<file path="src/common/matrix_params.svh">
//##########################################################
// matrix geometry and buffer sizes
//##########################################################
`ifndef MATRIX_PARAMS_SVH
`define MATRIX_PARAMS_SVH

// panel address widths
`define MATRIX_ROW_BITS 5
`define MATRIX_COL_BITS 9

// column bytes on the wire, rounded up
`define MATRIX_COL_BYTES ((`MATRIX_COL_BITS + 7) / 8)

`define MATRIX_BYTES_PER_PIXEL 3 // one byte per colour channel

`define MATRIX_RX_DEPTH 4 // also the host's starting credits

`endif

</file>
<file path="src/common/matrix_pkg.sv">
//##########################################################
// matrix controller types
//##########################################################
package matrix_pkg;

    `include "matrix_params.svh"

    localparam int CHAN_BITS = (`MATRIX_BYTES_PER_PIXEL > 1) ?
        $clog2(`MATRIX_BYTES_PER_PIXEL) : 1;

    typedef logic [`MATRIX_ROW_BITS-1:0] row_t;
    typedef logic [`MATRIX_COL_BITS-1:0] col_t;
    typedef logic [CHAN_BITS-1:0] chan_t;
    typedef logic [7:0] byte_t;
    typedef logic [`MATRIX_BYTES_PER_PIXEL*8-1:0] pixel_t; // channel n in byte n
    typedef logic [7:0] opcode_t;

    localparam opcode_t OPC_WRITE_PIXEL = 8'h01;
    localparam opcode_t OPC_READ_PIXEL  = 8'h02;

    // command dispatcher
    typedef enum logic [1:0] {
        OPCODE,
        WRITE_BUSY,
        READ_BUSY
    } dispatch_state_t;

endpackage

</file>
<file path="src/control/control_cmd_read_pixel.sv">
//##########################################################
// read pixel command handler
//##########################################################
`include "matrix_params.svh"

module control_cmd_read_pixel (
    input  logic                clk,
    input  logic                reset,
    input  logic                enable,
    input  matrix_pkg::byte_t   data_in,
    output logic                rd_en,
    output matrix_pkg::row_t    rd_row,
    output matrix_pkg::col_t    rd_col,
    input  matrix_pkg::pixel_t  rd_pixel,
    output logic                resp_valid,
    output matrix_pkg::byte_t   resp_data,
    output logic                busy,
    output logic                done
);
    localparam int BPP          = `MATRIX_BYTES_PER_PIXEL;
    localparam int COL_BYTES    = `MATRIX_COL_BYTES;
    localparam int COL_IDX_BITS = (COL_BYTES > 1) ? $clog2(COL_BYTES) : 1;

    typedef enum logic [2:0] {
        ROW_CAPTURE,
        COLUMN_CAPTURE,
        READ_ISSUED,    // rd_en is out this cycle
        PIXEL_LATCH,    // rd_pixel valid, first byte goes out
        PIXEL_OUT
    } read_state_t;

    read_state_t             state;
    logic [COL_IDX_BITS-1:0] col_idx;
    logic [COL_BYTES*8-1:0]  col_bits;
    matrix_pkg::pixel_t      pixel_sr;   // remaining bytes, next one on top
    matrix_pkg::chan_t       remaining;

    assign rd_col = col_bits[`MATRIX_COL_BITS-1:0];

    always_ff @(posedge clk) begin
        if (reset) begin
            state      <= ROW_CAPTURE;
            col_idx    <= '0;
            remaining  <= '0;
            rd_en      <= 1'b0;
            resp_valid <= 1'b0;
            busy       <= 1'b0;
            done       <= 1'b0;
        end else begin
            rd_en      <= 1'b0;
            resp_valid <= 1'b0;
            done       <= 1'b0;
            if (done)
                busy <= 1'b0; // held through the final byte

            case (state)
                ROW_CAPTURE: begin
                    if (enable) begin
                        col_idx <= '0;
                        state   <= COLUMN_CAPTURE;
                    end
                end
                COLUMN_CAPTURE: begin
                    if (enable) begin
                        if (col_idx == COL_IDX_BITS'(COL_BYTES - 1)) begin
                            rd_en <= 1'b1;
                            busy  <= 1'b1;
                            state <= READ_ISSUED;
                        end else begin
                            col_idx <= col_idx + 1'b1;
                        end
                    end
                end
                READ_ISSUED: state <= PIXEL_LATCH;
                PIXEL_LATCH: begin
                    resp_valid <= 1'b1;
                    remaining  <= matrix_pkg::chan_t'(BPP - 1);
                    if (BPP == 1) begin
                        done  <= 1'b1;
                        state <= ROW_CAPTURE;
                    end else begin
                        state <= PIXEL_OUT;
                    end
                end
                PIXEL_OUT: begin
                    resp_valid <= 1'b1;
                    remaining  <= remaining - 1'b1;
                    if (remaining == matrix_pkg::chan_t'(1)) begin
                        done  <= 1'b1;
                        state <= ROW_CAPTURE;
                    end
                end
                default: state <= ROW_CAPTURE;
            endcase
        end
    end

    // address capture and response shifter
    always_ff @(posedge clk) begin
        if (enable && state == ROW_CAPTURE)
            rd_row <= matrix_pkg::row_t'(data_in);
        if (enable && state == COLUMN_CAPTURE)
            col_bits[col_idx*8 +: 8] <= data_in;
        if (state == PIXEL_LATCH) begin
            resp_data <= rd_pixel[BPP*8-1 -: 8];
            pixel_sr  <= rd_pixel << 8;
        end else if (state == PIXEL_OUT) begin
            resp_data <= pixel_sr[BPP*8-1 -: 8];
            pixel_sr  <= pixel_sr << 8;
        end
    end

endmodule

</file>
<file path="config.mk">
export PLATFORM = sky130hd
export DESIGN_NAME = control_cmd_read_pixel
export DESIGN_NICKNAME = d
export VERILOG_FILES = /design/src/common/matrix_pkg.sv /design/src/control/control_cmd_read_pixel.sv
export VERILOG_INCLUDE_DIRS = /design/src /design/src/common
export SDC_FILE = /design/constraint.sdc
export NUM_CORES = 1
export LEC_CHECK = 0
export ABC_AREA = 1
export BUFFER_PORTS_ARGS = -buffer_cell sky130_fd_sc_hd__buf_2
export CORE_MARGIN = 4
export CORE_UTILIZATION = 35
export CTS_BUF_LIST = sky130_fd_sc_hd__clkbuf_2 sky130_fd_sc_hd__clkbuf_4 sky130_fd_sc_hd__clkbuf_8
export CTS_CLUSTER_SIZE = 24
export DETAILED_ROUTE_END_ITERATION = 10
export GPL_ROUTABILITY_DRIVEN = 0
export PLACE_DENSITY = 0.71
export SYNTH_ARGS = -nofsm -noshare
export SYNTH_HDL_FRONTEND = slang
export SYNTH_SLANG_ARGS = --single-unit
export TNS_END_PERCENT = 30
</file>
<file path="constraint.sdc">
create_clock -name clk -period 1.7 [get_ports clk]
set_clock_uncertainty 0.2 [all_clocks]
set_input_delay 0.255 -clock clk [delete_from_list [all_inputs] [get_ports clk]]
set_output_delay 0.255 -clock clk [all_outputs]
set_load 0.02 [all_outputs]
</file>
# After elaboration in Yosys (flattened, before gate mapping)
# Cells that the tools add are included.
word_totals:
  register_bits: 55
  latch_bits: 0
  ram_bits: 0
  mem_bits_ro: 0
  inputBits: 35
  output_inout_bits: 26
  elab_cells: 60
  mem_count: 0
op_classes:
  n_addsub: 3
  n_mul: 0
  div_mod_pow: 0
  magnitude_cmp: 0
  n_eq_ne: 9
  n_shift: 2
  n_mux: 22
  bitwise_logic: 3
  reduce_logical: 10
op_table:
  columns: ["op", "count"]
  rows:
  - ["$mux W24", 2]
  - ["$neg A4 Y34", 1]
  - ["$shift A8 B34 Y16 const A", 1]
  - ["$shiftx A8 B34 Y16", 1]
  - ["$bwmux W16", 1]
  - ["$mux W8", 2]
  - ["$pmux W3 S5", 1]
  - ["$mux W3", 4]
  - ["$mux W1", 10]
  - ["$ne A2 B2 Y1 const B", 4]
  - ["$eq A3 B2 Y1 const B", 2]
  - ["$pmux W2 S2", 1]
  - ["$reduce_and A4 Y1", 1]
  - ["$reduce_bool A2 Y1", 2]
  - ["$reduce_or A2 Y1", 2]
  - ["$eq A3 B1 Y1 const B", 1]
  - ["$eq A3 B3 Y1 const B", 1]
  - ["$logic_not A3 Y1", 1]
  - ["$not A1 Y1", 3]
  - ["$reduce_and A3 Y1", 1]
  - ["$reduce_or A3 Y1", 1]
  - ["$eq A2 B1 Y1 const B", 1]
  - ["$logic_and A1 B1 Y1", 2]
  - ["$pmux W1 S2", 1]
  - ["2 further kinds", 2]

# Depth between registers and ports, before layout
# Gate-level depths: netlist of run 1.
logic_depth:
  depth_word: 4
  mapped_depth: 7
  ltp_nobuf: 7

# Worst setup path after synthesis of run 1
# No wires, ideal clock.
synth_path:
  kind: "register -> register"
  from: "reg state[1]"
  to: "reg col_bits[0], enable pin"
  setup_ns: 0.370
  t_arrival_ns: 1.064
  path_slack_ns: 0.066
  path_stages_with_launch: 5
  path_buffers: 1
  period_less_slack_ns: 1.634
  cell_sequence: "dfxtp_1 -> buf_4 -> nor2_1 -> nand3_1 -> nor2_1"
synth_via:
  elab_chain_len: 2
synth_rtl:
  columns: ["element", "line", "text"]
  rows:
  - ["start, declared", "control_cmd_read_pixel.sv:32", "read_state_t state;"]
  - ["start signal, assigned", "control_cmd_read_pixel.sv:42", "state <= ROW_CAPTURE;"]
  - ["start signal, assigned", "control_cmd_read_pixel.sv:60", "state <= COLUMN_CAPTURE;"]
  - ["start signal, assigned", "control_cmd_read_pixel.sv:68", "state <= READ_ISSUED;"]
  - ["$eq A3 B1 Y1", "control_cmd_read_pixel.sv:102", "if (enable && state == COLUMN_CAPTURE)"]
  - ["$logic_and A1 B1 Y1", "control_cmd_read_pixel.sv:102", null]
  - ["end signal, assigned by index", "control_cmd_read_pixel.sv:103", "col_bits[col_idx*8 +: 8] <= data_in;"]
  - ["end, declared", "control_cmd_read_pixel.sv:34", "logic [COL_BYTES*8-1:0] col_bits;"]
# No other way between the ends.
# A chain may end at the register's enable or synchronous reset.

# Worst setup path in the final report of run 1
layout_path:
  from: "reg state[0]"
  to: "reg resp_data[5], data pin"
layout_via:
  elab_chain_len: 2
layout_rtl:
  columns: ["element", "line", "text"]
  rows:
  - ["$eq A3 B2 Y1", "control_cmd_read_pixel.sv:104", "if (state == PIXEL_LATCH) begin"]
  - ["$mux W8", "control_cmd_read_pixel.sv:104", null]
  - ["end signal, assigned", "control_cmd_read_pixel.sv:105", "resp_data <= rd_pixel[BPP*8-1 -: 8];"]
  - ["end signal, assigned", "control_cmd_read_pixel.sv:108", "resp_data <= pixel_sr[BPP*8-1 -: 8];"]
  - ["end, declared", "control_cmd_read_pixel.sv:16", "output matrix_pkg::byte_t resp_data,"]
# No other way between the ends.

==> impl_results.md, run 1 <==
- Post-synthesis register bit count: 48
- TritonCTS clock tree: done
- Drt total wl: 3380 um
- Inst Count DP: 285
- Hold Startpoint: reset
- FP Rows: 27
- Setup_tns: 0 ns
- Clock tree buffer depth: 2
- LEAKAGE: 1.16 nW
- Root Driver: clkbuf_8
- HP Class: primary input to flip-flop
- Critical path type: flip-flop to flip-flop
- Crit path time final: 1.59 ns
- Register area share after synthesis: 0.681
- CP endpoint kind: flip-flop
- DRC: 0
- CTS Sinks: 48
- Vias per cell: 4.24
- Die area: 6890 um^2
- PortBufs: 60
- Top Family by Delay on Critical Path: flip-flops
- PwrDens: 969 nW/um^2
- Reg-to-Reg Start: state[0]
- Overflow left after global routing: 0
- First-pass GRT wire length: 5840 um
- Mapped Cells: 153
- Fin cells: 298
- Hold Vio Cnt, Final: 0
- Clk slew on worst S/H paths: 0.08 ns
- Cell variety after synth: 20
- Post-Syn Nets: 189
- Reg2reg setup slack: 0.11 ns
- Area Growth Syn to Fin: 29.3%
- Final setup violation count: 0
- Antenna fix cells: 0
- Drt first pass iters: 4
- Worst path slowest cell: dfxtp_1
- Die Y: 83.0 um
- Fmax: 627 MHz
- Tightest Pin Transition: 0.336 ns
- YS warnings: 0
- GRT Overall Usage: 0.105
- Outcome: finished, final reports clean
- HPWL Detailed: 2490 um
- Syn Area/Cell: 12.9 um^2
- Number of routed nets with antenna violations: 0
- Crit path DAT: 1.45 ns
- Post-CTS setup repair buffer count: 0
- Max cap viols: 0
- Cts bufs inserted: 5
- Crit path from: state[0]
- Crit path cell chain: nand3_4, buf_12, mux2_4
- Top-Level Pins: 61
- Vias in the first global route: 1318
- RSZ-0062 raised after global routing: false
- Worst endpoint required time: 1.55 ns
- Synthesized area: 1970 um^2
- Layout cells sized above 1: 0.412
- Largest net degree at the start of global routing: 27
- Startpoint type of the worst setup path: flip-flop
- Initial antenna violation count: 0
- Iteration-0 DRC Markers: 68
- Clk_lat worst skew: 0.29 ns
- Crit path max fanout: 24
- Vias: 1264
- Chip width: 83.0 um
- Initial Util: 0.360
- CP bufs+invs: 1
- Routed length per placed instance: 11.3 um
- Nets: 261
- Filler instances: 505
- Core area: 5470 um^2
- CTS HTree Levels: 2
- Final Max Slew Viols: 0
- Slew HR: 0.776
- Final period util: 0.938
- Highest cell delay on the worst timing path: 0.52 ns
- VDD IR max: 0.000419 V
[synth_stat cells]
cell       n  area share
nand2_2    1      0.0032
nor2_1    25       0.048
nor3_1     2      0.0051
mux2_4    10       0.076
nand2_1    8       0.015
inv_1     26       0.050
nand4_1    2      0.0064
clkbuf_1   2      0.0038
o21ai_0    4       0.010
buf_6      2       0.011
nand3_1    5       0.013
buf_4      2      0.0076
ha_1       1      0.0064
dfxtp_1   10        0.10
o22ai_1    1      0.0032
mux2_2     6       0.034
a21oi_1    6       0.015
edfxtp_1  38        0.58
inv_2      1      0.0019
nand3_4    1      0.0089
[timing repair]
| item | 4_1_cts | 5_1_grt |
|---|---|---|
| hold buffers | 5 | 0 |
| hold endpoints to repair | 5 | 0 |
| gates resized for setup | 0 | 0 |
[path summary, 6_finish.rpt]
kind	to	depth (start not counted)
worst max-delay path	resp_data[5]	3
worst min-delay path	col_idx	2
worst max register to register	resp_data[5]	3
worst min register to register	remaining[0]	1
[cells in the final DEF, fill, tap and decap left out]
cell type	Yosys	routed
clkbuf_4	0	1
dlygate4sd3_1	0	5
o22ai_1	1	1
o21ai_0	4	4
clkinv_2	0	1
a21oi_1	6	6
mux2_4	10	10
buf_4	2	4
bufinv_16	0	1
dfxtp_1	10	10
nand3_4	1	1
clkbuf_8	0	5
nor2_1	25	25
nand4_1	2	2
nand3_1	5	5
nand2_1	8	8
nand2_2	1	1
edfxtp_1	38	38
nor3_1	2	2
buf_12	0	2
inv_1	26	26
buf_2	0	60
inv_2	1	1
ha_1	1	1
mux2_2	6	6
[state kept, by name, summed over array words and instances, names as in the netlist]
name        count
remaining       2
rd_en           1
resp_valid      1
resp_data       8
busy            1
rd_row          5
state           3
col_idx         1
col_bits        9
pixel_sr       16
done            1
[per-layer routing]
layer / track usage / share of wire
met4: 0.0505 / 0.020
met2: 0.191 / 0.53
met1: 0.109 / 0.40
met5: 0 / 0
met3: 0.0347 / 0.050
[area by class of cell]
class / instances / area (um^2) / area share
sequential: 48 / 1340 / 0.527
multi-input combinational: 72 / 482 / 0.189
timing repair buffer: 71 / 420 / 0.165
inverter: 27 / 101 / 0.0398
clock buffer: 6 / 76.3 / 0.0300
tap: 72 / 90.1 / 0.0354
clock inverter: 2 / 35.0 / 0.0138
[per-stage QoR]
stage / hold slack (ns) / instance area [um^2] / total power, W / worst slack, ns / utilization
6_report: 0.0201 / 2550 / 0.00247 / 0.106 / 0.465
5_1_grt: 0.0220 / 2550 / 0.00260 / 0.00368 / 0.465
4_1_cts: 0.0160 / 2550 / 0.00249 / 0.105 / 0.465
3_5_place_dp: 0.250 / 2380 / 0.00168 / 0.111 / 0.436
3_3_place_gp: 0.242 / 2380 / 0.00168 / 0.156 / 0.436
2_1_floorplan: 0.154 / 1970 / 0.00157 / 0.0663 / -
[cell families after synthesis]
group | count (synthesis) | synth area share
AND/OR/NAND/NOR | 44 | 0.0991
buffers and inverters | 33 | 0.0743
adder cells (fa/ha/maj) | 1 | 0.00635
flip-flops | 48 | 0.681
multiplexers | 16 | 0.111
AO/OA/AOI/OAI | 11 | 0.0286
[power by group]
part | switching (W) | total [W] | internal (W)
Sequential | 0.0000305 | 0.00137 | 0.00133
Clock | 0.000355 | 0.000808 | 0.000452
Combinational | 0.000163 | 0.000296 | 0.000133
Power figures use the tool's default switching activity.
==> run 2, diff against run 1 <==
- ABC_AREA: 1 -> not set
==> run 2 against run 1 <==
  * Fmax shrank 1.8%
  * First-iteration DRC count shrank 38%
  * Clock-buffer cell count is the same
  * Die area grew 0.46%
  * Largest power group unchanged
==> impl_results.md, run 2 <==
- Vias: 1232
- Top post-synthesis cells by area: edfxtp_1 58%, dfxtp_1 10%, mux2_4 7.6%
- Outcome: finished, final reports clean
- Crit path DAT: 1.47 ns
- Synth top cells by count: 38 x edfxtp_1, 10 x dfxtp_1, 10 x mux2_4
- Area Growth Syn to Fin: 29.7%
- HPWL Detailed: 2640 um
- Top-Level Pins: 61
- Initial antenna violation count: 0
- VDD IR max: 0.000309 V
- Root Driver: clkbuf_8
- Synthesized area: 1980 um^2
- Worst endpoint required time: 1.55 ns
- Final worst slack: 0.0759 ns
- LEAKAGE: 1.08 nW
- Setup Slack @ Placement: 0.0534 ns
- Max FFs per register: 16
- Post-CTS setup repair buffer count: 0
- Commonest non-fill, non-tap cells in the layout: 60 x buf_2, 38 x edfxtp_1, 10 x mux2_4
- Vias in the first global route: 1238
- Post-synthesis register bit count: 48
- Vias per cell: 4.51
- CP endpoint kind: flip-flop
- Die area: 6920 um^2
- Cells on Worst Hold Path: 2
- Syn Area/Cell: 15.5 um^2
- FP Rows: 27
- Antenna fix cells: 0
- Core area: 5510 um^2
- Top FF cell, synth: edfxtp_1
- Area leader, netlist: edfxtp_1
- Initial Util: 0.359
- Fmax: 616 MHz
- First-pass GRT wire length: 5850 um
- DRC: 0
- Final setup violation count: 0
- PortBufs: 60
- Clock tree buffer depth: 2
- Routed length per placed instance: 12.9 um
- FFs w/ async S/R, synth: 0
- Largest Register: pixel_sr
- Drt first pass iters: 4
- PwrDens: 881 nW/um^2
- Register area share after synthesis: 0.678
- CTS Sinks: 48
- CTS HTree Levels: 2
- Iteration-0 DRC Markers: 42
- Top-count cell post-synth: edfxtp_1
- Crit path max fanout: 16
- Crit path time final: 1.62 ns
- Die Y: 83.2 um
- Final period util: 0.955
- Nets: 236
- HP Class: primary input to flip-flop
- RSZ-0062 raised after global routing: false
- Critical path type: flip-flop to flip-flop
- Total power draw: 0.00226 W
- Layout cells sized above 1: 0.493
- Largest registers: pixel_sr (16), col_bits (9), resp_data (8)
- Mapped Cells: 128
- Number of routed nets with antenna violations: 0
- R2r worst-path depth: 3
- Startpoint type of the worst setup path: flip-flop
- Clk slew on worst S/H paths: 0.09 ns
- TritonCTS clock tree: done
- Drt total wl: 3530 um
- Hold Vio Cnt, Final: 0
- Overflow left after global routing: 0
- Area fraction of the dominant cell type after synthesis: 0.576
- YS warnings: 0
- Commonest non-fill, non-tap cell in the layout: buf_2
- Cell variety after synth: 32
- Cts bufs inserted: 5
- Tightest Pin Transition: 0.492 ns
- Largest net degree at the start of global routing: 25
- WHS: 0.0347 ns
- Clk_lat worst skew: 0.30 ns
- Chip width: 83.2 um
- Final Max Slew Viols: 0
- Max cap viols: 0
- GRT Overall Usage: 0.106
- Post-synth EDFFs: 38
- Slew HR: 0.672
- Post-Syn Nets: 164
## run 2: worst max-delay path, cell delays in order (launching register included)
cell and delay, ns:
dfxtp_2 0.35, nor2b_4 0.14, and2_4 0.31, mux2_2 0.37
## run 2: final timing paths
| path | slack, ns | startpoint | to |
|---|---|---|---|
| max | 0.08 | state[0] | pixel_sr[22] |
| max reg2reg | 0.08 | state[0] | pixel_sr[22] |
| min | 0.03 | reset | busy |
| min reg2reg | 0.28 | busy | busy |
## run 2: layout make-up
class | count | area (um^2)
fillers | 498 | 2940
flip-flops and latches | 48 | 1340
multi-input cells | 67 | 578
repair buffers | 74 | 430
well taps | 72 | 90.1
clock buffers | 6 | 76.3
clock inverters | 2 | 35.0
inverters | 4 | 15.0
## run 2: through the flow
step	cell area (um^2)	utilization	TNS [ns]	cells
after floorplan	2000	-	-0.279	128
after global placement	2400	0.435	0	260
after detailed placement	2400	0.435	0	260
after CTS	2560	0.464	0	273
after global routing	2570	0.466	0	273
final	2570	0.466	0	273
## run 2: repair_timing
action / in CTS / in global routing
hold endpoints to repair: 5 / 0
resized for setup: 0 / 2
hold buffers: 5 / 0
endpoints found under the setup margin: 0 / 30
## run 2: logic make-up after synthesis
family,Yosys count,synth area share
flip-flops,48,0.678
AND/OR/NAND/NOR,38,0.125
multiplexers,17,0.115
buffers and inverters,13,0.0442
AO/OA/AOI/OAI,11,0.0316
adder cells (fa/ha/maj),1,0.00632
## run 2: power by group
part	total, W	leakage (nW)	switching, W	internal, W
clock network	0.000803	0.0586	0.000351	0.000452
logic	0.000164	0.581	0.0000805	0.0000831
registers	0.00129	0.446	0.0000116	0.00128
total	0.00226	1.08	0.000443	0.00182
## run 2: routing by layer
layer | global-route usage | vias to the layer above | routed length (um)
met5 | 0 | - | 0
met4 | 0.0579 | 0 | 77
met3 | 0.0218 | 5 | 132
met2 | 0.186 | 30 | 1930
met1 | 0.119 | 586 | 1390
li1 | - | 611 | -
==> run 3, diff against run 2 <==
- CAP_MARGIN: not set -> 20
- CORE_MARGIN: 4 -> not set
==> run 3 against run 2 <==
  * Sequential cell count unchanged
  * Via count decreased by 0.41%
  * Final cell count unchanged
  * Register-to-register slack about the same
  * Setup slack improved by 0.0020 ns
==> impl_results.md, run 3 (synthesis results as in run 2) <==
- Outcome: finished, final reports clean
- RSZ-0062 raised after global routing: false
- Commonest non-fill, non-tap cells in the layout: 60 x buf_2, 38 x edfxtp_1, 10 x mux2_4
- Setup_tns: 0 ns
- HPWL Detailed: 2380 um
- Die area: 5960 um^2
- First-pass GRT wire length: 5430 um
- Nets: 236
- Tightest Pin Transition: 0.492 ns
- Hold Path End: busy
- Critical path type: flip-flop to flip-flop
- Fmax: 617 MHz
- CTS Sinks: 48
- Reg-to-Reg Start: state[0]
- Crit path DAT: 1.48 ns
- Total power draw: 0.00242 W
- Final period util: 0.954
- Layout cells sized above 1: 0.493
- Top-Level Pins: 61
- Max FFs per register: 16
- Worst r2r dst: resp_data[1]
- Multi-input logic area: 578 um^2
- R2r worst-path depth: 3
- FP Rows: 27
- Worst endpoint required time: 1.56 ns
- HP Class: primary input to flip-flop
- Max cap viols: 0
- Clk slew on worst S/H paths: 0.09 ns
- FF/Latch Area: 1340 um^2
- Core area: 5470 um^2
- DRC: 0
- PortBufs: 60
- Antenna fix cells: 0
- Drt first pass iters: 4
- Power share of the combinational group: 0.067
- Sequential power share: 0.535
- Vias in the first global route: 1203
- Routed length per placed instance: 12.1 um
- Iteration-0 DRC Markers: 81
- Initial Util: 0.362
- Crit path max fanout: 16
- CP endpoint kind: flip-flop
- Vias per cell: 4.49
- Cells on Worst Hold Path: 2
- Chip width: 77.2 um
- Largest Register: pixel_sr
- Cts bufs inserted: 5
- Commonest non-fill, non-tap cell in the layout: buf_2
- Switch share: 0.186
- Number of routed nets with antenna violations: 0
- Hold Startpoint: reset
- Overflow left after global routing: 0
- LEAKAGE: 1.10 nW
- Largest registers: pixel_sr (16), col_bits (9), resp_data (8)
- Die Y: 77.2 um
- TritonCTS clock tree: done
- Slew HR: 0.671
- Final Max Slew Viols: 0
- Psw: 0.000449 W
- Internal Pwr Total: 0.00197 W
- Drt total wl: 3320 um
- Hold Vio Cnt, Final: 0
- Root Driver: clkbuf_8
- Reg2reg setup slack: 0.08 ns
- Clock tree buffer depth: 2
- PwrDens: 933 nW/um^2
- GRT Overall Usage: 0.119
- Vias: 1227
- Clk_lat worst skew: 0.30 ns
- Area Growth Syn to Fin: 31.0%
- Crit path time final: 1.62 ns
- WHS: 0.0413 ns
- Final setup violation count: 0
- Clock power share: 0.397
- Filler instances: 505
- Largest net degree at the start of global routing: 25
- Initial antenna violation count: 0
- Startpoint type of the worst setup path: flip-flop
- VDD IR max: 0.000370 V
- CTS HTree Levels: 2
==> run 3: cell types whose count changed in the layout (fill, tap and decap cells not counted), sizes merged <==
cell / previous run / this run
bufinv: 1 / 2
clkinv: 1 / 0
==> run 3: what timing repair did <==
item                                   in CTS  in global routing
buffers inserted                            0                  0
endpoints found under the hold margin       5                  0
gates resized for setup                     0                  2
hold buffers                                5                  0
setup endpoints to repair                   0                 29
==> run 3: worst max path at each step <==
stage              from           end  slack, ns  cells past startpoint
3_3_place_gp   state[2]  pixel_sr[18]       0.09                      2
6_report       state[0]  resp_data[1]       0.08                      3
3_5_place_dp   state[0]  resp_data[1]       0.04                      3
2_1_floorplan  state[1]     rd_row[0]      -0.02                      2
4_1_cts        state[0]  resp_data[1]       0.02                      3
5_1_grt        state[2]      state[2]      0.003                      4
==> run 3: layout make-up <==
type / instances / area share
clock buffers: 6 / 0.0294
clock inverters: 2 / 0.0232
inverters: 4 / 0.00579
multi-input cells: 67 / 0.223
flip-flops and latches: 48 / 0.518
well taps: 72 / 0.0347
repair buffers: 74 / 0.166
==> run 3: power by group through the flow <==
| stage | clock (W) | sequential (W) | combinational [W] |
|---|---|---|---|
| 6_report | 0.000961 | 0.00129 | 0.000163 |
| 3_5_place_dp | 0 | 0.00132 | 0.000155 |
| 2_1_floorplan | 0 | 0.00134 | 0.0000591 |
| 5_1_grt | 0.00104 | 0.00130 | 0.000177 |
| 4_1_cts | 0.000990 | 0.00129 | 0.000164 |
| 3_3_place_gp | 0 | 0.00132 | 0.000153 |
==> run 3: worst max-delay path: stages, from the launching register on <==
cell and delay, ns:
dfxtp_2 0.35, nor2b_4 0.14, and2_4 0.31, mux2_2 0.37
==> run 3: routing by layer <==
metal | track usage | up-vias | part of all wire
li1 | - | 612 | -
met1 | 0.137 | 578 | 0.39
met2 | 0.201 | 31 | 0.54
met3 | 0.0345 | 6 | 0.052
met4 | 0.0623 | 0 | 0.017
met5 | 0 | - | 0
==> run 3: stage by stage <==
| step | instances | cell area (um^2) | utilization | setup slack, ns |
|---|---|---|---|---|
| final | 273 | 2590 | 0.474 | 0.0779 |
| after global routing | 273 | 2590 | 0.474 | 0.00268 |
| after CTS | 273 | 2580 | 0.472 | 0.0246 |
| after floorplan | 128 | 2000 | - | -0.0230 |
| after detailed placement | 260 | 2400 | 0.438 | 0.0424 |
| after global placement | 260 | 2400 | 0.438 | 0.0936 |
